### config.mk
export PLATFORM = sky130hd
export DESIGN_NAME = instruction_execute_flat
export DESIGN_NICKNAME = d
export VERILOG_FILES = /design/src/hdl/mips_pkg.sv /design/src/hdl/mips_stage_if.sv /design/src/hdl/instruction_execute.sv /design/src/flat_wrapper.sv
export SDC_FILE = /design/constraint.sdc
export NUM_CORES = 1
export LEC_CHECK = 0
export BUFFER_PORTS_ARGS = -buffer_cell sky130_fd_sc_hd__buf_2
export CAP_MARGIN = 10
export CELL_PAD_IN_SITES_DETAIL_PLACEMENT = 2
export CELL_PAD_IN_SITES_GLOBAL_PLACEMENT = 2
export CORE_MARGIN = 2
export CORE_UTILIZATION = 31
export CTS_BUF_LIST = sky130_fd_sc_hd__clkbuf_8 sky130_fd_sc_hd__clkbuf_16
export DETAILED_ROUTE_END_ITERATION = 8
export PLACE_DENSITY_LB_ADDON = 0.05
export SYNTH_ARGS = -nofsm -noshare
export SYNTH_HDL_FRONTEND = slang
export SYNTH_SLANG_ARGS = --single-unit
### constraint.sdc
create_clock -name i_clk -period 0.8 [get_ports i_clk]
set_input_delay 0 -clock i_clk [delete_from_list [all_inputs] [get_ports i_clk]]
set_output_delay 0 -clock i_clk [all_outputs]
set_load 0.01 [all_outputs]
### src/hdl/mips_pkg.sv
package mips_pkg;

    // datapath widths
    localparam int NB_DATA     = 32;
    localparam int NB_ADDR     = 5;
    localparam int NB_OPCODE   = 6;
    localparam int NB_IMM      = 16;
    localparam int N_REGS      = 32;

    // data memory, word index taken from address bits 7:2
    localparam int DMEM_WORDS  = 64;
    localparam int NB_DMEM_IDX = $clog2(DMEM_WORDS);

    // alu operation codes
    localparam int NB_ALU_OP = 3;
    localparam logic [NB_ALU_OP-1:0] ALU_ADD = 3'd0;
    localparam logic [NB_ALU_OP-1:0] ALU_SUB = 3'd1;
    localparam logic [NB_ALU_OP-1:0] ALU_AND = 3'd2;
    localparam logic [NB_ALU_OP-1:0] ALU_OR  = 3'd3;
    localparam logic [NB_ALU_OP-1:0] ALU_XOR = 3'd4;
    localparam logic [NB_ALU_OP-1:0] ALU_SLT = 3'd5;

    // primary opcodes
    localparam logic [NB_OPCODE-1:0] OP_RTYPE = 6'h00;
    localparam logic [NB_OPCODE-1:0] OP_ADDIU = 6'h09;
    localparam logic [NB_OPCODE-1:0] OP_ANDI  = 6'h0c;
    localparam logic [NB_OPCODE-1:0] OP_ORI   = 6'h0d;
    localparam logic [NB_OPCODE-1:0] OP_LW    = 6'h23;
    localparam logic [NB_OPCODE-1:0] OP_SW    = 6'h2b;

    // funct field of r-type
    localparam logic [NB_OPCODE-1:0] FN_ADDU = 6'h21;
    localparam logic [NB_OPCODE-1:0] FN_SUBU = 6'h23;
    localparam logic [NB_OPCODE-1:0] FN_AND  = 6'h24;
    localparam logic [NB_OPCODE-1:0] FN_OR   = 6'h25;
    localparam logic [NB_OPCODE-1:0] FN_XOR  = 6'h26;
    localparam logic [NB_OPCODE-1:0] FN_SLT  = 6'h2a;

    // one instruction word, seen as r-format or i-format
    typedef union packed {
        struct packed {
            logic [NB_OPCODE-1:0] opcode;
            logic [NB_ADDR-1:0]   rs;
            logic [NB_ADDR-1:0]   rt;
            logic [NB_ADDR-1:0]   rd;
            logic [NB_ADDR-1:0]   shamt;
            logic [NB_OPCODE-1:0] funct;
        } r_fmt;
        struct packed {
            logic [NB_OPCODE-1:0] opcode;
            logic [NB_ADDR-1:0]   rs;
            logic [NB_ADDR-1:0]   rt;
            logic [NB_IMM-1:0]    imm;
        } i_fmt;
    } instr_t;

endpackage

### src/hdl/mips_stage_if.sv
`timescale 1ns/1ps

// decode to execute
interface id_ex_if;
    import mips_pkg::*;

    logic                 valid;
    logic                 reg_write;
    logic                 mem_read;
    logic                 mem_write;
    logic                 alu_src_imm;
    logic [NB_ALU_OP-1:0] alu_op;
    logic [NB_DATA-1:0]   rs_data;
    logic [NB_DATA-1:0]   rt_data;
    logic [NB_DATA-1:0]   imm_ext;
    logic [NB_ADDR-1:0]   dest;

    modport decode (output valid, reg_write, mem_read, mem_write, alu_src_imm,
                    alu_op, rs_data, rt_data, imm_ext, dest);
    modport execute (input valid, reg_write, mem_read, mem_write, alu_src_imm,
                     alu_op, rs_data, rt_data, imm_ext, dest);
endinterface

// execute to memory / write-back
interface ex_res_if;
    import mips_pkg::*;

    logic               valid;
    logic               reg_write;
    logic               mem_read;
    logic               mem_write;
    logic [NB_DATA-1:0] alu_result;
    logic [NB_DATA-1:0] store_data;
    logic [NB_ADDR-1:0] dest;

    modport execute (output valid, reg_write, mem_read, mem_write, alu_result,
                     store_data, dest);
    modport result (input valid, reg_write, mem_read, mem_write, alu_result,
                    store_data, dest);
endinterface


### src/hdl/instruction_execute.sv
`timescale 1ns/1ps

module instruction_execute (
    input  logic      i_clk,
    input  logic      i_rst_n,
    id_ex_if.execute  i_id_ex,
    ex_res_if.execute o_ex_res
);
    import mips_pkg::*;

    logic [NB_DATA-1:0] operand_a;
    logic [NB_DATA-1:0] operand_b;
    logic [NB_DATA-1:0] alu_result;
    logic               signed_lt;

    assign operand_a = i_id_ex.rs_data;

    // second operand is rt or the extended immediate
    assign operand_b = i_id_ex.alu_src_imm ? i_id_ex.imm_ext : i_id_ex.rt_data;

    // slt compares as two's complement
    assign signed_lt = $signed(operand_a) < $signed(operand_b);

    always_comb begin
        case (i_id_ex.alu_op)
            ALU_ADD: alu_result = operand_a + operand_b;
            ALU_SUB: alu_result = operand_a - operand_b;
            ALU_AND: alu_result = operand_a & operand_b;
            ALU_OR:  alu_result = operand_a | operand_b;
            ALU_XOR: alu_result = operand_a ^ operand_b;
            ALU_SLT: alu_result = {{(NB_DATA-1){1'b0}}, signed_lt};
            default: alu_result = '0;
        endcase
    end

    always_ff @(posedge i_clk or negedge i_rst_n) begin
        if (!i_rst_n) begin
            o_ex_res.valid     <= 1'b0;
            o_ex_res.reg_write <= 1'b0;
            o_ex_res.mem_read  <= 1'b0;
            o_ex_res.mem_write <= 1'b0;
        end else begin
            o_ex_res.valid     <= i_id_ex.valid;
            o_ex_res.reg_write <= i_id_ex.valid && i_id_ex.reg_write;
            o_ex_res.mem_read  <= i_id_ex.valid && i_id_ex.mem_read;
            o_ex_res.mem_write <= i_id_ex.valid && i_id_ex.mem_write;
        end
    end

    // result, store data and destination
    always_ff @(posedge i_clk) begin
        o_ex_res.alu_result <= alu_result;
        o_ex_res.store_data <= i_id_ex.rt_data;
        o_ex_res.dest       <= i_id_ex.dest;
    end

endmodule

### src/flat_wrapper.sv
// flat-port wrapper written by rule: the top's interface ports become plain ports
module instruction_execute_flat import mips_pkg::*;
  (i_clk, i_rst_n, i_id_ex_valid, i_id_ex_reg_write, i_id_ex_mem_read, i_id_ex_mem_write, i_id_ex_alu_src_imm, i_id_ex_alu_op, i_id_ex_rs_data, i_id_ex_rt_data, i_id_ex_imm_ext, i_id_ex_dest, o_ex_res_valid, o_ex_res_reg_write, o_ex_res_mem_read, o_ex_res_mem_write, o_ex_res_alu_result, o_ex_res_store_data, o_ex_res_dest);
  id_ex_if i_id_ex_i ();
  ex_res_if o_ex_res_i ();
  input  logic i_clk;
  input  logic i_rst_n;
  input wire logic [$bits(i_id_ex_i.valid)-1:0] i_id_ex_valid;
  input wire logic [$bits(i_id_ex_i.reg_write)-1:0] i_id_ex_reg_write;
  input wire logic [$bits(i_id_ex_i.mem_read)-1:0] i_id_ex_mem_read;
  input wire logic [$bits(i_id_ex_i.mem_write)-1:0] i_id_ex_mem_write;
  input wire logic [$bits(i_id_ex_i.alu_src_imm)-1:0] i_id_ex_alu_src_imm;
  input wire logic [$bits(i_id_ex_i.alu_op)-1:0] i_id_ex_alu_op;
  input wire logic [$bits(i_id_ex_i.rs_data)-1:0] i_id_ex_rs_data;
  input wire logic [$bits(i_id_ex_i.rt_data)-1:0] i_id_ex_rt_data;
  input wire logic [$bits(i_id_ex_i.imm_ext)-1:0] i_id_ex_imm_ext;
  input wire logic [$bits(i_id_ex_i.dest)-1:0] i_id_ex_dest;
  output wire logic [$bits(o_ex_res_i.valid)-1:0] o_ex_res_valid;
  output wire logic [$bits(o_ex_res_i.reg_write)-1:0] o_ex_res_reg_write;
  output wire logic [$bits(o_ex_res_i.mem_read)-1:0] o_ex_res_mem_read;
  output wire logic [$bits(o_ex_res_i.mem_write)-1:0] o_ex_res_mem_write;
  output wire logic [$bits(o_ex_res_i.alu_result)-1:0] o_ex_res_alu_result;
  output wire logic [$bits(o_ex_res_i.store_data)-1:0] o_ex_res_store_data;
  output wire logic [$bits(o_ex_res_i.dest)-1:0] o_ex_res_dest;
  assign i_id_ex_i.valid = i_id_ex_valid;
  assign i_id_ex_i.reg_write = i_id_ex_reg_write;
  assign i_id_ex_i.mem_read = i_id_ex_mem_read;
  assign i_id_ex_i.mem_write = i_id_ex_mem_write;
  assign i_id_ex_i.alu_src_imm = i_id_ex_alu_src_imm;
  assign i_id_ex_i.alu_op = i_id_ex_alu_op;
  assign i_id_ex_i.rs_data = i_id_ex_rs_data;
  assign i_id_ex_i.rt_data = i_id_ex_rt_data;
  assign i_id_ex_i.imm_ext = i_id_ex_imm_ext;
  assign i_id_ex_i.dest = i_id_ex_dest;
  assign o_ex_res_valid = o_ex_res_i.valid;
  assign o_ex_res_reg_write = o_ex_res_i.reg_write;
  assign o_ex_res_mem_read = o_ex_res_i.mem_read;
  assign o_ex_res_mem_write = o_ex_res_i.mem_write;
  assign o_ex_res_alu_result = o_ex_res_i.alu_result;
  assign o_ex_res_store_data = o_ex_res_i.store_data;
  assign o_ex_res_dest = o_ex_res_i.dest;
  instruction_execute u_core (.i_clk(i_clk), .i_rst_n(i_rst_n), .i_id_ex(i_id_ex_i), .o_ex_res(o_ex_res_i));
endmodule
==> results of run 1 <==
-- stage by stage --
step	setup slack, ns	TNS, ns
after floorplan	-2.07	-52.49
after global placement	-2.58	-66.88
after detailed placement	-2.73	-70.93
-- synthesized netlist by cell type (all sizes together) (17+ instances only) --
library cell,number,area [µm²]
ha,103,1290
inv,102,383
a21oi,89,445
nor2,87,327
dfxtp,69,1380
nand2,67,251
o21ai,63,319
mux2i,39,390
buf,29,198
clkbuf,28,105
nor3,24,120
xnor2,19,166
o22ai,18,119
o211ai,17,128
-- cells by family after synthesis --
kind of cell	Yosys count	synth area share, %
multiplexers	40	5.58
flip-flops	73	20.0
buffers and inverters	162	9.43
adder cells (fa/ha/maj)	105	18.0
AND/OR/NAND/NOR	255	16.2
XOR/XNOR	20	2.37
AO/OA/AOI/OAI	314	28.4
==> impl_metrics.ini, run 1 <==
[logic_synthesis]
synth_flop_cell = dfxtp_1
syn_nets = 1185
avgSynthCellArea_um2 = 7.63
synthDistinctLibCells = 78
synthArstFlopShare_pct = 5.48
synthCells = 969
ys.warnings.count = 0
ys_seq_elements = 73
synth.yosys.seq_area_share_pct = 20.0
synth_edf_count = 0
syn_area_um2 = 7390

[clock_network]
cts-resized-gates = 248
post_cts_buffers = 28
htree_num_levels = 3
clock-sinks = 73
clock_path_buffers = 2
holdBufCountCts = 43
ctsRootBufferMaster = clkbuf_16
cts_inserted_buffers = 9

[placement]
hpwl_mm = 30.3
io_buffer_count = 183
gp_congestion = 0.926
dp.cells = 1715
placed_cell_area_um2 = 10900

[floorplanning]
ios = 184
die_x_um = 158
initial_utilization_pct = 31.5
fp.dieH_um = 158
rows = 56

[outcome]
stop_stage = clock tree synthesis (4_1_cts)
status = did not finish
tool.error = [ERROR DPL-0033] detailed placement checks failed during check placement.
==> run 2, diff against run 1 <==
Settings changed: CELL_PAD_IN_SITES_DETAIL_PLACEMENT 2 to default, CELL_PAD_IN_SITES_GLOBAL_PLACEMENT 2 to default, CORE_UTILIZATION 31 to 35, CTS_BUF_LIST sky130_fd_sc_hd__clkbuf_8 sky130_fd_sc_hd__clkbuf_16 to default, PLACE_DENSITY_LB_ADDON 0.05 to 0.15.
==> run 2 against run 1 <==
Against the previous run: the flow now finishes, with violations (setup timing); area after synthesis did not move; synthesized cell count stayed put.
==> impl_metrics.ini, run 2 <==
[outcome]
status = finished, violations left
violations = setup timing

[worst_setup_path]
crit_family = compound AO/OA/AOI/OAI gates
path_common_cell = buf_12
arrival_ns = 2.97
endpoint_kind = flip-flop
critPathMaxFanout = 6
cpPeakStageDelay_ns = 0.35
path_cells = buf_12 > buf_12 > buf_12 > mux2i_4 > inv_2 > fa_2 > o21bai_1 > a21oi_2 > o41ai_2 > buf_4 > o21ai_4 > a2111oi_4 > or4_4 > o22ai_4 > mux2i_1 > a211o_1
worst_ep_required_time_ns = 1.04
critPathKind = input port to flip-flop
cp_slowest_cell = fa_2
cp.buffers_inverters = 5
start_kind = input port

[placement]
io_buffer_count = 183
gp_congestion = 0.970
pre_cts_ws_ns = -2.52
hpwl_mm = 22.3

[logic_synthesis]
ys.warnings.count = 0
synthDistinctLibCells = 78
yosys.area.top_type = dfxtp_1
synth_flop_cell = dfxtp_1
synthArstFlopShare_pct = 5.48
synth.yosys.seq_area_share_pct = 20.0
ys_top_cells_by_area = dfxtp_1 19%, ha_1 17%, a21oi_1 6.0%, mux2i_1 5.3%, inv_1 5.2%
yosysMostFrequentCell = ha_1
synth_edf_count = 0
avgSynthCellArea_um2 = 7.63
ys_seq_elements = 73
syn_area_um2 = 7390
netlist.area_leader.share_pct = 18.7
synthCells = 969
syn_nets = 1185
synth_common_cells = 103 x ha_1, 102 x inv_1, 89 x a21oi_1

[clock_network]
cts_tree = built
ctsRootBufferMaster = clkbuf_16
cts_inserted_buffers = 9
clock-sinks = 73
clk_pin_slew_ns = 0.06
htree_num_levels = 3
clock_path_buffers = 2

[pwr]
p_sw_w = 0.00697
p_int_w = 0.0121
leakage_nw = 6.12
p_comb_share_pct = 52.1
powerDensity_nw_per_um2 = 1470
p_clk_share_pct = 25.9
peakVddDrop_uv = 1100
switching_share_pct = 36.5
sequentialPowerShare_pct = 21.9

[layout]
finalNetCount = 1688
mostFrequentLayoutCell = buf_4
antenna_cells = 0
final_cell_mix = 303 x buf_4, 154 x buf_2, 98 x inv_1
reg.largest.list = u_core.o_ex_res.alu_result: 32 flops, u_core.o_ex_res.store_data: 32 flops, u_core.o_ex_res.dest: 5 flops
syn2layout_area_growth_pct = 75.6
final_core_util_pct = 62.1
post_route_cells_drive_above_1_share_pct = 48.3

[sta]
final-hold-violation-count = 0
fin_crit_sh_pct = 342
hold_ws_ns = 0.164
max_freq_mhz = 366
worst_pin_slew_ns = 0.478
drv_slew = 0
final.setup.worst_slack_ns = -1.93
min_period_ns = 2.73
slew_headroom_pct = 67.8
setup_viol_count_final = 38
rsz0062_at_grt = true

[routing]
drtIter0Drc = 664
wl_per_cell_um = 17.2
finalWirelength_mm = 30.1
vias = 9151
dr.pass1.iters = 5
vias_per_cell = 5.22
drcViolationCount = 0
antenna_left = 0

[global_routing]
grt-ovfl-total = 0
antenna_found_initial = 0
track_usage_pct = 26.3
grt_pass1_vias = 8841
grt_pass1_wl_mm = 46.2
grt_max_degree = 34

[floorplanning]
fp.dieH_um = 149
die_x_um = 149
die-area_um2 = 22300
ios = 184
rows = 53
initial_utilization_pct = 35.4
core-area_um2 = 20900

[worst_hold_path]
hold_class = input port to flip-flop

[run]
drv_cap = 0
run 2: cell counts after synthesis:
No cell type changed its count.
run 2: power groups by stage:
stage | logic [W] | clock network (W) | registers [W]
after CTS | 0.00926 | 0.00506 | 0.00415
after detailed placement | 0.00792 | 0 | 0.00419
final | 0.00997 | 0.00496 | 0.00419
after floorplan | 0.00410 | 0 | 0.00437
after global routing | 0.0107 | 0.00521 | 0.00422
after global placement | 0.00787 | 0 | 0.00419
run 2: what timing repair did:
item,CTS,global route
pin swaps,79,45
resized for setup,165,103
cloned,1,0
setup endpoints to repair,49,87
endpoints found under the hold margin,45,0
buffers inserted,28,7
hold buffers,43,0
run 2: cells by family after synthesis:
family | share of synthesized area [%]
flip-flops | 20.0
adder cells (fa/ha/maj) | 18.0
AO/OA/AOI/OAI | 28.4
multiplexers | 5.58
XOR/XNOR | 2.37
AND/OR/NAND/NOR | 16.2
buffers and inverters | 9.43
run 2: cell type report:
cell class,instances,area [µm²]
fillers,1830,7910
clock inverters,7,125
multi-input cells,734,6280
flip-flops and latches,73,1520
well taps,275,344
repair buffers,549,4100
clock buffers,9,225
inverters,105,394
run 2: per-stage QoR:
step | total power [W] | TNS (ns) | cells | cell area [µm²]
final | 0.0191 | -50.57 | 1752 | 13000
after global routing | 0.0201 | -54.83 | 1752 | 13000
after CTS | 0.0185 | -48.87 | 1747 | 12500
after detailed placement | 0.0121 | -65.02 | 1661 | 10700
after global placement | 0.0121 | -63.19 | 1661 | 10700
after floorplan | 0.00847 | -52.49 | 969 | 7550
run 2: path summary, 6_finish.rpt:
check / endpoint / cells past startpoint / from
max in group asynchronous: u_core.o_ex_res.mem_write$_DFF_PN0_ / 3 / i_rst_n
setup / recovery: u_core.o_ex_res.alu_result[30]$_DFF_P_ / 16 / i_id_ex_alu_src_imm
min in group asynchronous: u_core.o_ex_res.mem_read$_DFF_PN0_ / 3 / i_rst_n
hold / removal: u_core.o_ex_res.alu_result[7]$_DFF_P_ / 3 / i_id_ex_alu_op[1]
run 2: worst min-delay path, delay by kind of cell:
kind | cells | cell delay [ns]
buffers and inverters | 2 | 0.37
AOI/OAI and AO/OA | 1 | 0.10
run 2: routing by layer:
metal	GRT usage [%]	vias up	part of all wire (%)
li1	-	4459	-
met4	7.38	0	2.4
met1	34.9	4306	44
met5	0	-	0
met2	44.5	330	48
met3	3.58	56	5.9
Power figures use the tool's default switching activity.
