--- config.mk ---
export PLATFORM = sky130hd
export DESIGN_NAME = instruction_decode_flat
export DESIGN_NICKNAME = d
export VERILOG_FILES = /design/src/hdl/mips_pkg.sv /design/src/hdl/mips_stage_if.sv /design/src/hdl/register_file.sv /design/src/hdl/instruction_decode.sv /design/src/flat_wrapper.sv
export SDC_FILE = /design/constraint.sdc
export NUM_CORES = 2
export LEC_CHECK = 0
export ABC_CLOCK_PERIOD_IN_PS = 2400
export BUFFER_PORTS_ARGS = -buffer_cell sky130_fd_sc_hd__buf_4
export CELL_PAD_IN_SITES_DETAIL_PLACEMENT = 1
export CELL_PAD_IN_SITES_GLOBAL_PLACEMENT = 2
export CORE_AREA = 2 2 343 379
export CTS_BUF_LIST = sky130_fd_sc_hd__clkbuf_8
export DETAILED_ROUTE_END_ITERATION = 8
export DIE_AREA = 0 0 345 381
export PLACE_DENSITY_LB_ADDON = 0.1
export REMOVE_ABC_BUFFERS = 1
export SLEW_MARGIN = 20
export SYNTH_ARGS = -nofsm -noshare
export SYNTH_HDL_FRONTEND = slang
export SYNTH_SLANG_ARGS = --single-unit
--- constraint.sdc ---
create_clock -name i_clk -period 2.4 [get_ports i_clk]
set_clock_uncertainty 0.15 [all_clocks]
set_input_delay 0 -clock i_clk [delete_from_list [all_inputs] [get_ports i_clk]]
set_output_delay 0 -clock i_clk [all_outputs]
set_load 0.05 [all_outputs]
--- src/hdl/mips_pkg.sv ---
package mips_pkg;

    // datapath widths
    localparam int NB_DATA     = 32;
    localparam int NB_ADDR     = 5;
    localparam int NB_OPCODE   = 6;
    localparam int NB_IMM      = 16;
    localparam int N_REGS      = 32;

    // data memory, word index taken from address bits 7:2
    localparam int DMEM_WORDS  = 64;
    localparam int NB_DMEM_IDX = $clog2(DMEM_WORDS);

    // alu operation codes
    localparam int NB_ALU_OP = 3;
    localparam logic [NB_ALU_OP-1:0] ALU_ADD = 3'd0;
    localparam logic [NB_ALU_OP-1:0] ALU_SUB = 3'd1;
    localparam logic [NB_ALU_OP-1:0] ALU_AND = 3'd2;
    localparam logic [NB_ALU_OP-1:0] ALU_OR  = 3'd3;
    localparam logic [NB_ALU_OP-1:0] ALU_XOR = 3'd4;
    localparam logic [NB_ALU_OP-1:0] ALU_SLT = 3'd5;

    // primary opcodes
    localparam logic [NB_OPCODE-1:0] OP_RTYPE = 6'h00;
    localparam logic [NB_OPCODE-1:0] OP_ADDIU = 6'h09;
    localparam logic [NB_OPCODE-1:0] OP_ANDI  = 6'h0c;
    localparam logic [NB_OPCODE-1:0] OP_ORI   = 6'h0d;
    localparam logic [NB_OPCODE-1:0] OP_LW    = 6'h23;
    localparam logic [NB_OPCODE-1:0] OP_SW    = 6'h2b;

    // funct field of r-type
    localparam logic [NB_OPCODE-1:0] FN_ADDU = 6'h21;
    localparam logic [NB_OPCODE-1:0] FN_SUBU = 6'h23;
    localparam logic [NB_OPCODE-1:0] FN_AND  = 6'h24;
    localparam logic [NB_OPCODE-1:0] FN_OR   = 6'h25;
    localparam logic [NB_OPCODE-1:0] FN_XOR  = 6'h26;
    localparam logic [NB_OPCODE-1:0] FN_SLT  = 6'h2a;

    // one instruction word, seen as r-format or i-format
    typedef union packed {
        struct packed {
            logic [NB_OPCODE-1:0] opcode;
            logic [NB_ADDR-1:0]   rs;
            logic [NB_ADDR-1:0]   rt;
            logic [NB_ADDR-1:0]   rd;
            logic [NB_ADDR-1:0]   shamt;
            logic [NB_OPCODE-1:0] funct;
        } r_fmt;
        struct packed {
            logic [NB_OPCODE-1:0] opcode;
            logic [NB_ADDR-1:0]   rs;
            logic [NB_ADDR-1:0]   rt;
            logic [NB_IMM-1:0]    imm;
        } i_fmt;
    } instr_t;

endpackage

--- src/hdl/mips_stage_if.sv ---
`timescale 1ns/1ps

// decode to execute
interface id_ex_if;
    import mips_pkg::*;

    logic                 valid;
    logic                 reg_write;
    logic                 mem_read;
    logic                 mem_write;
    logic                 alu_src_imm;
    logic [NB_ALU_OP-1:0] alu_op;
    logic [NB_DATA-1:0]   rs_data;
    logic [NB_DATA-1:0]   rt_data;
    logic [NB_DATA-1:0]   imm_ext;
    logic [NB_ADDR-1:0]   dest;

    modport decode (output valid, reg_write, mem_read, mem_write, alu_src_imm,
                    alu_op, rs_data, rt_data, imm_ext, dest);
    modport execute (input valid, reg_write, mem_read, mem_write, alu_src_imm,
                     alu_op, rs_data, rt_data, imm_ext, dest);
endinterface


// write-back path into the register file
interface wb_if;
    import mips_pkg::*;

    logic               valid;
    logic [NB_ADDR-1:0] dest;
    logic [NB_DATA-1:0] data;

    modport result (output valid, dest, data);
    modport decode (input valid, dest, data);
endinterface

--- src/hdl/register_file.sv ---
`timescale 1ns/1ps

module register_file (
    input  logic                        i_clk,
    input  logic                        i_rst_n,
    input  logic [mips_pkg::NB_ADDR-1:0] i_rs_addr,
    input  logic [mips_pkg::NB_ADDR-1:0] i_rt_addr,
    input  logic                        i_wr_en,
    input  logic [mips_pkg::NB_ADDR-1:0] i_wr_addr,
    input  logic [mips_pkg::NB_DATA-1:0] i_wr_data,
    output logic [mips_pkg::NB_DATA-1:0] o_rs_data,
    output logic [mips_pkg::NB_DATA-1:0] o_rt_data
);
    import mips_pkg::*;

    logic [NB_DATA-1:0] regs [N_REGS];

    // r0 stays zero, the pending write is visible the same cycle
    function automatic logic [NB_DATA-1:0] read_port(input logic [NB_ADDR-1:0] addr);
        if (addr == '0)
            return '0;
        else if (i_wr_en && (i_wr_addr == addr))
            return i_wr_data;
        else
            return regs[addr];
    endfunction

    always_ff @(posedge i_clk or negedge i_rst_n) begin
        if (!i_rst_n) begin
            for (int i = 0; i < N_REGS; i++) begin
                regs[i] <= '0;
            end
        end else if (i_wr_en && (i_wr_addr != '0)) begin
            regs[i_wr_addr] <= i_wr_data;
        end
    end

    always_comb begin
        o_rs_data = read_port(i_rs_addr);
        o_rt_data = read_port(i_rt_addr);
    end

endmodule

--- src/hdl/instruction_decode.sv ---
`timescale 1ns/1ps

module instruction_decode (
    input  logic             i_clk,
    input  logic             i_rst_n,
    input  logic             i_instr_valid,
    input  mips_pkg::instr_t i_instr,
    wb_if.decode             i_wb,
    id_ex_if.decode          o_id_ex
);
    import mips_pkg::*;

    logic                 reg_write;
    logic                 mem_read;
    logic                 mem_write;
    logic                 alu_src_imm;
    logic                 dest_is_rt;
    logic                 imm_signed;
    logic [NB_ALU_OP-1:0] alu_op;
    logic [NB_ADDR-1:0]   dest;
    logic                 write_ok;
    logic [NB_DATA-1:0]   imm_ext;
    logic [NB_DATA-1:0]   rs_data;
    logic [NB_DATA-1:0]   rt_data;

    // control from opcode and funct, unknown codes fall through as no-ops
    always_comb begin
        reg_write   = 1'b0;
        mem_read    = 1'b0;
        mem_write   = 1'b0;
        alu_src_imm = 1'b1;
        dest_is_rt  = 1'b1;
        imm_signed  = 1'b1;
        alu_op      = ALU_ADD;
        case (i_instr.r_fmt.opcode)
            OP_RTYPE: begin
                alu_src_imm = 1'b0;
                dest_is_rt  = 1'b0;
                reg_write   = 1'b1;
                case (i_instr.r_fmt.funct)
                    FN_ADDU: alu_op = ALU_ADD;
                    FN_SUBU: alu_op = ALU_SUB;
                    FN_AND:  alu_op = ALU_AND;
                    FN_OR:   alu_op = ALU_OR;
                    FN_XOR:  alu_op = ALU_XOR;
                    FN_SLT:  alu_op = ALU_SLT;
                    default: reg_write = 1'b0;
                endcase
            end
            OP_ADDIU: reg_write = 1'b1;
            OP_ANDI: begin
                reg_write  = 1'b1;
                imm_signed = 1'b0;
                alu_op     = ALU_AND;
            end
            OP_ORI: begin
                reg_write  = 1'b1;
                imm_signed = 1'b0;
                alu_op     = ALU_OR;
            end
            OP_LW: begin
                reg_write = 1'b1;
                mem_read  = 1'b1;
            end
            OP_SW:   mem_write = 1'b1;
            default: ;
        endcase
    end

    assign dest     = dest_is_rt ? i_instr.i_fmt.rt : i_instr.r_fmt.rd;
    // writes to r0 are dropped here so nothing downstream sees them
    assign write_ok = reg_write && (dest != '0);
    assign imm_ext  = {{(NB_DATA-NB_IMM){imm_signed & i_instr.i_fmt.imm[NB_IMM-1]}},
                       i_instr.i_fmt.imm};

    register_file u_register_file (
        .i_clk     (i_clk),
        .i_rst_n   (i_rst_n),
        .i_rs_addr (i_instr.i_fmt.rs),
        .i_rt_addr (i_instr.i_fmt.rt),
        .i_wr_en   (i_wb.valid),
        .i_wr_addr (i_wb.dest),
        .i_wr_data (i_wb.data),
        .o_rs_data (rs_data),
        .o_rt_data (rt_data)
    );

    always_ff @(posedge i_clk or negedge i_rst_n) begin
        if (!i_rst_n) begin
            o_id_ex.valid     <= 1'b0;
            o_id_ex.reg_write <= 1'b0;
            o_id_ex.mem_read  <= 1'b0;
            o_id_ex.mem_write <= 1'b0;
        end else begin
            o_id_ex.valid     <= i_instr_valid && (write_ok || mem_write);
            o_id_ex.reg_write <= i_instr_valid && write_ok;
            o_id_ex.mem_read  <= i_instr_valid && mem_read;
            o_id_ex.mem_write <= i_instr_valid && mem_write;
        end
    end

    // operands and immediate
    always_ff @(posedge i_clk) begin
        o_id_ex.alu_src_imm <= alu_src_imm;
        o_id_ex.alu_op      <= alu_op;
        o_id_ex.rs_data     <= rs_data;
        o_id_ex.rt_data     <= rt_data;
        o_id_ex.imm_ext     <= imm_ext;
        o_id_ex.dest        <= dest;
    end

endmodule

--- src/flat_wrapper.sv ---
// flat-port wrapper written by rule: the top's interface ports become plain ports
module instruction_decode_flat import mips_pkg::*;
  (i_clk, i_rst_n, i_instr_valid, i_instr, i_wb_valid, i_wb_dest, i_wb_data, o_id_ex_valid, o_id_ex_reg_write, o_id_ex_mem_read, o_id_ex_mem_write, o_id_ex_alu_src_imm, o_id_ex_alu_op, o_id_ex_rs_data, o_id_ex_rt_data, o_id_ex_imm_ext, o_id_ex_dest);
  wb_if i_wb_i ();
  id_ex_if o_id_ex_i ();
  input  logic i_clk;
  input  logic i_rst_n;
  input  logic i_instr_valid;
  input  mips_pkg::instr_t i_instr;
  input wire logic [$bits(i_wb_i.valid)-1:0] i_wb_valid;
  input wire logic [$bits(i_wb_i.dest)-1:0] i_wb_dest;
  input wire logic [$bits(i_wb_i.data)-1:0] i_wb_data;
  output wire logic [$bits(o_id_ex_i.valid)-1:0] o_id_ex_valid;
  output wire logic [$bits(o_id_ex_i.reg_write)-1:0] o_id_ex_reg_write;
  output wire logic [$bits(o_id_ex_i.mem_read)-1:0] o_id_ex_mem_read;
  output wire logic [$bits(o_id_ex_i.mem_write)-1:0] o_id_ex_mem_write;
  output wire logic [$bits(o_id_ex_i.alu_src_imm)-1:0] o_id_ex_alu_src_imm;
  output wire logic [$bits(o_id_ex_i.alu_op)-1:0] o_id_ex_alu_op;
  output wire logic [$bits(o_id_ex_i.rs_data)-1:0] o_id_ex_rs_data;
  output wire logic [$bits(o_id_ex_i.rt_data)-1:0] o_id_ex_rt_data;
  output wire logic [$bits(o_id_ex_i.imm_ext)-1:0] o_id_ex_imm_ext;
  output wire logic [$bits(o_id_ex_i.dest)-1:0] o_id_ex_dest;
  assign i_wb_i.valid = i_wb_valid;
  assign i_wb_i.dest = i_wb_dest;
  assign i_wb_i.data = i_wb_data;
  assign o_id_ex_valid = o_id_ex_i.valid;
  assign o_id_ex_reg_write = o_id_ex_i.reg_write;
  assign o_id_ex_mem_read = o_id_ex_i.mem_read;
  assign o_id_ex_mem_write = o_id_ex_i.mem_write;
  assign o_id_ex_alu_src_imm = o_id_ex_i.alu_src_imm;
  assign o_id_ex_alu_op = o_id_ex_i.alu_op;
  assign o_id_ex_rs_data = o_id_ex_i.rs_data;
  assign o_id_ex_rt_data = o_id_ex_i.rt_data;
  assign o_id_ex_imm_ext = o_id_ex_i.imm_ext;
  assign o_id_ex_dest = o_id_ex_i.dest;
  instruction_decode u_core (.i_clk(i_clk), .i_rst_n(i_rst_n), .i_instr_valid(i_instr_valid), .i_instr(i_instr), .i_wb(i_wb_i), .o_id_ex(o_id_ex_i));
endmodule
==> metrics <==
flop-to-flop setup slack=0.06 ns; RSZ-0062 raised after global routing=yes; unique cell type count in the Yosys netlist=57; worst min-delay path endpoint=u_core.o_id_ex.dest[0]; clock-pin slew reported for the worst setup and hold paths after clock tree synthesis=0.07 ns; synthesized instance count=3978; number of antenna-violating nets in the routed design=0; initial antenna violation count=2; post-route core utilization=53.0%; via density per instance=6.46; Slew Limit Fails=0; fraction of layout instances using a drive strength above 1=50.0%; flop and latch count out of synthesis=1118; status=finished, final reports clean; routed wire length per instance=35.1 um; top-level I/O count=182; core region area=0.128 mm^2; pin count of the biggest net entering global routing=98; synthesis-to-layout area growth=18.8%; number of clock sinks=1118; nature of the critical path startpoint=input pin; Die H=381 um; buffers from clock root to sink, at most=3; Net count, final=4426; arrival time of the worst setup path=3.13 ns; Max H-tree Level=4; final std cell area, no fill=0.0678 mm^2; Total Wirelength=218000 um; area of the die=0.131 mm^2; GR Util All Layers=33.2%; Post-synth EDFFs=0; max cap viols=0; Register-to-Register Path Depth=6; Final HPWL DP=132000 um; register area share after synthesis=48.3%; launching point of the worst reg2reg path=u_core.u_register_file.regs[14]; CP Data Required Time=3.13 ns; Die Wd=345 um; number of global-route vias before repair=44.0k; final count of negative-setup-slack endpoints=0; Synth Area per Inst=14.3 um^2; terminus of the critical flop-to-flop path=u_core.o_id_ex.rs_data[14]; Rel. slew slack=25.7%; global-route wire length before repair=317000 um; Cells on Worst Hold Path=4; clock root buffer master=clkbuf_8; First-pass DRT Iterations=6; cell leakage power=30.0 nW; maximum frequency from static timing analysis=417 MHz; placed instance count=5670; worst hold slack=0.0353 ns; final cell count without fillers=6197; number of buffers created by CTS=195; ys flop type=dfrtp_1; Yosys Warn Count=0; total power after layout=54.6 mW; Final Cycle Share=99.9%; WS Path Type=in -> reg; Final Hold Viols=0; power density over the cells=806 mW/mm^2; TritonCTS clock tree=yes; worst voltage drop across the vdd grid=0.693 mV; post-route setup TNS=0 ns; DP Worst Slack=0.0589 ns; number of design rule violations left after detail routing=0; overflow left after global routing=0; start point of the worst min-delay path=i_instr[16]; initial cell density of the core=44.6%; final worst path period need=2.40 ns; detailed-route via count=40.0k; transition time at the pin with the least slew margin=1.11 ns; async set-or-reset flop fraction in the synthesized netlist=91.9%; First DRT Iteration DRCs=2956; Hold Crit Class=in -> reg; maximum fanout along the worst path=13; critical path endpoint category=flop; Skew-Pair Late Insertion Delay=0.96 ns; post-synth design cell area=0.0570 mm^2; area after detailed placement=0.0621 mm^2; FP Rows=138; Port-buffer cells=181; global placement routability congestion=0.819; final setup slack of the worst path=0.00260 ns
registers in the layout, summed over array words and instances, names as in the netlist:
| register | flops |
|---|---|
| u_core.o_id_ex.valid | 1 |
| u_core.o_id_ex.reg_write | 1 |
| u_core.o_id_ex.rt_data | 32 |
| u_core.u_register_file.regs | 1024 |
| u_core.o_id_ex.mem_write | 1 |
| u_core.o_id_ex.mem_read | 1 |
| u_core.o_id_ex.alu_op | 3 |
| u_core.o_id_ex.alu_src_imm | 1 |
| u_core.o_id_ex.dest | 5 |
| u_core.o_id_ex.imm_ext | 17 |
| u_core.o_id_ex.rs_data | 32 |
Yosys cell counts, drive strengths merged (20+ instances only):
cell type	n	area, um^2
clkbuf	283	1060
dfxtp	90	1800
a21oi	96	480
o21ai	25	125
nor2	34	128
a32o	52	521
dfrtp	1028	25700
o211ai	20	150
buf	176	926
o22ai	62	388
mux4	355	8000
a22oi	77	578
o221ai	51	447
mux2	1063	12000
a211oi	56	420
a22o	24	210
mux2i	300	3000
nand2	80	300
what timing repair did:
item	4_1_cts	5_1_grt
endpoints found under the hold margin	2114	0
gates resized for setup	0	19
endpoints found under the setup margin	0	15
buffers inserted	0	0
hold buffers	166	0
critical path: stages:
cell           delay, ns
dlygate4sd3_1       0.54
buf_6               0.22
xnor2_1             0.16
nand4_1             0.12
dlygate4sd3_1       0.64
nor4_4              0.41
buf_12              0.27
a22o_1              0.18
dlygate4sd3_1       0.55
kinds of logic after synthesis:
group                  share of synthesized area (%)
flip-flops                                      48.3
multiplexers                                    40.3
AO/OA/AOI/OAI                                   6.30
AND/OR/NAND/NOR                                 1.51
XOR/XNOR                                       0.138
buffers and inverters                           3.52
final cells by class:
type	count	area, um^2
timing repair buffer	637	6400
multi-input combinational	2396	27800
antenna	2	5.00
inverter	5	18.8
tap	1680	2100
fill	12300	60000
clock buffer	247	3400
sequential	1118	27500
clock inverter	112	546
power by group:
part | leakage [nW] | switching [mW] | internal (mW) | total, mW
combinational | 13.8 | 5.20 | 6.55 | 11.8
clock | 2.31 | 8.36 | 9.42 | 17.8
sequential | 13.9 | 2.77 | 22.3 | 25.1
per-layer routing:
layer  vias to the layer above  track usage (%)  part of all wire (%)
met5                         -                0                0.0060
met4                         2             15.1                   4.8
li1                      16100                -                     -
met3                       507             5.60                   5.6
met1                     22000             43.1                    41
met2                      1487             54.6                    48
cells in the final DEF (no fill, tap or decap), drive strengths merged, types with 77 or more instances in the layout:
master / netlist / layout
a21oi: 96 / 96
a22oi: 77 / 77
buf: 176 / 494
clkbuf: 283 / 250
dfrtp: 1028 / 1028
dfxtp: 90 / 90
dlygate4sd3: 0 / 139
inv: 5 / 87
mux2: 1063 / 1063
mux2i: 300 / 300
mux4: 355 / 355
nand2: 80 / 80
how the worst max path moves through the flow:
stage | from | endpoint
after floorplan | u_core.o_id_ex.imm_ext[16] | o_id_ex_imm_ext[16]
after detailed placement | i_instr[21] | u_core.o_id_ex.rs_data[4]
after global placement | i_instr[19] | u_core.o_id_ex.rt_data[18]
final | i_instr[25] | u_core.o_id_ex.rs_data[14]
after CTS | i_instr[19] | u_core.o_id_ex.rt_data[14]
after global routing | i_instr[25] | u_core.o_id_ex.rs_data[14]
(Power assumes the default switching activity.)
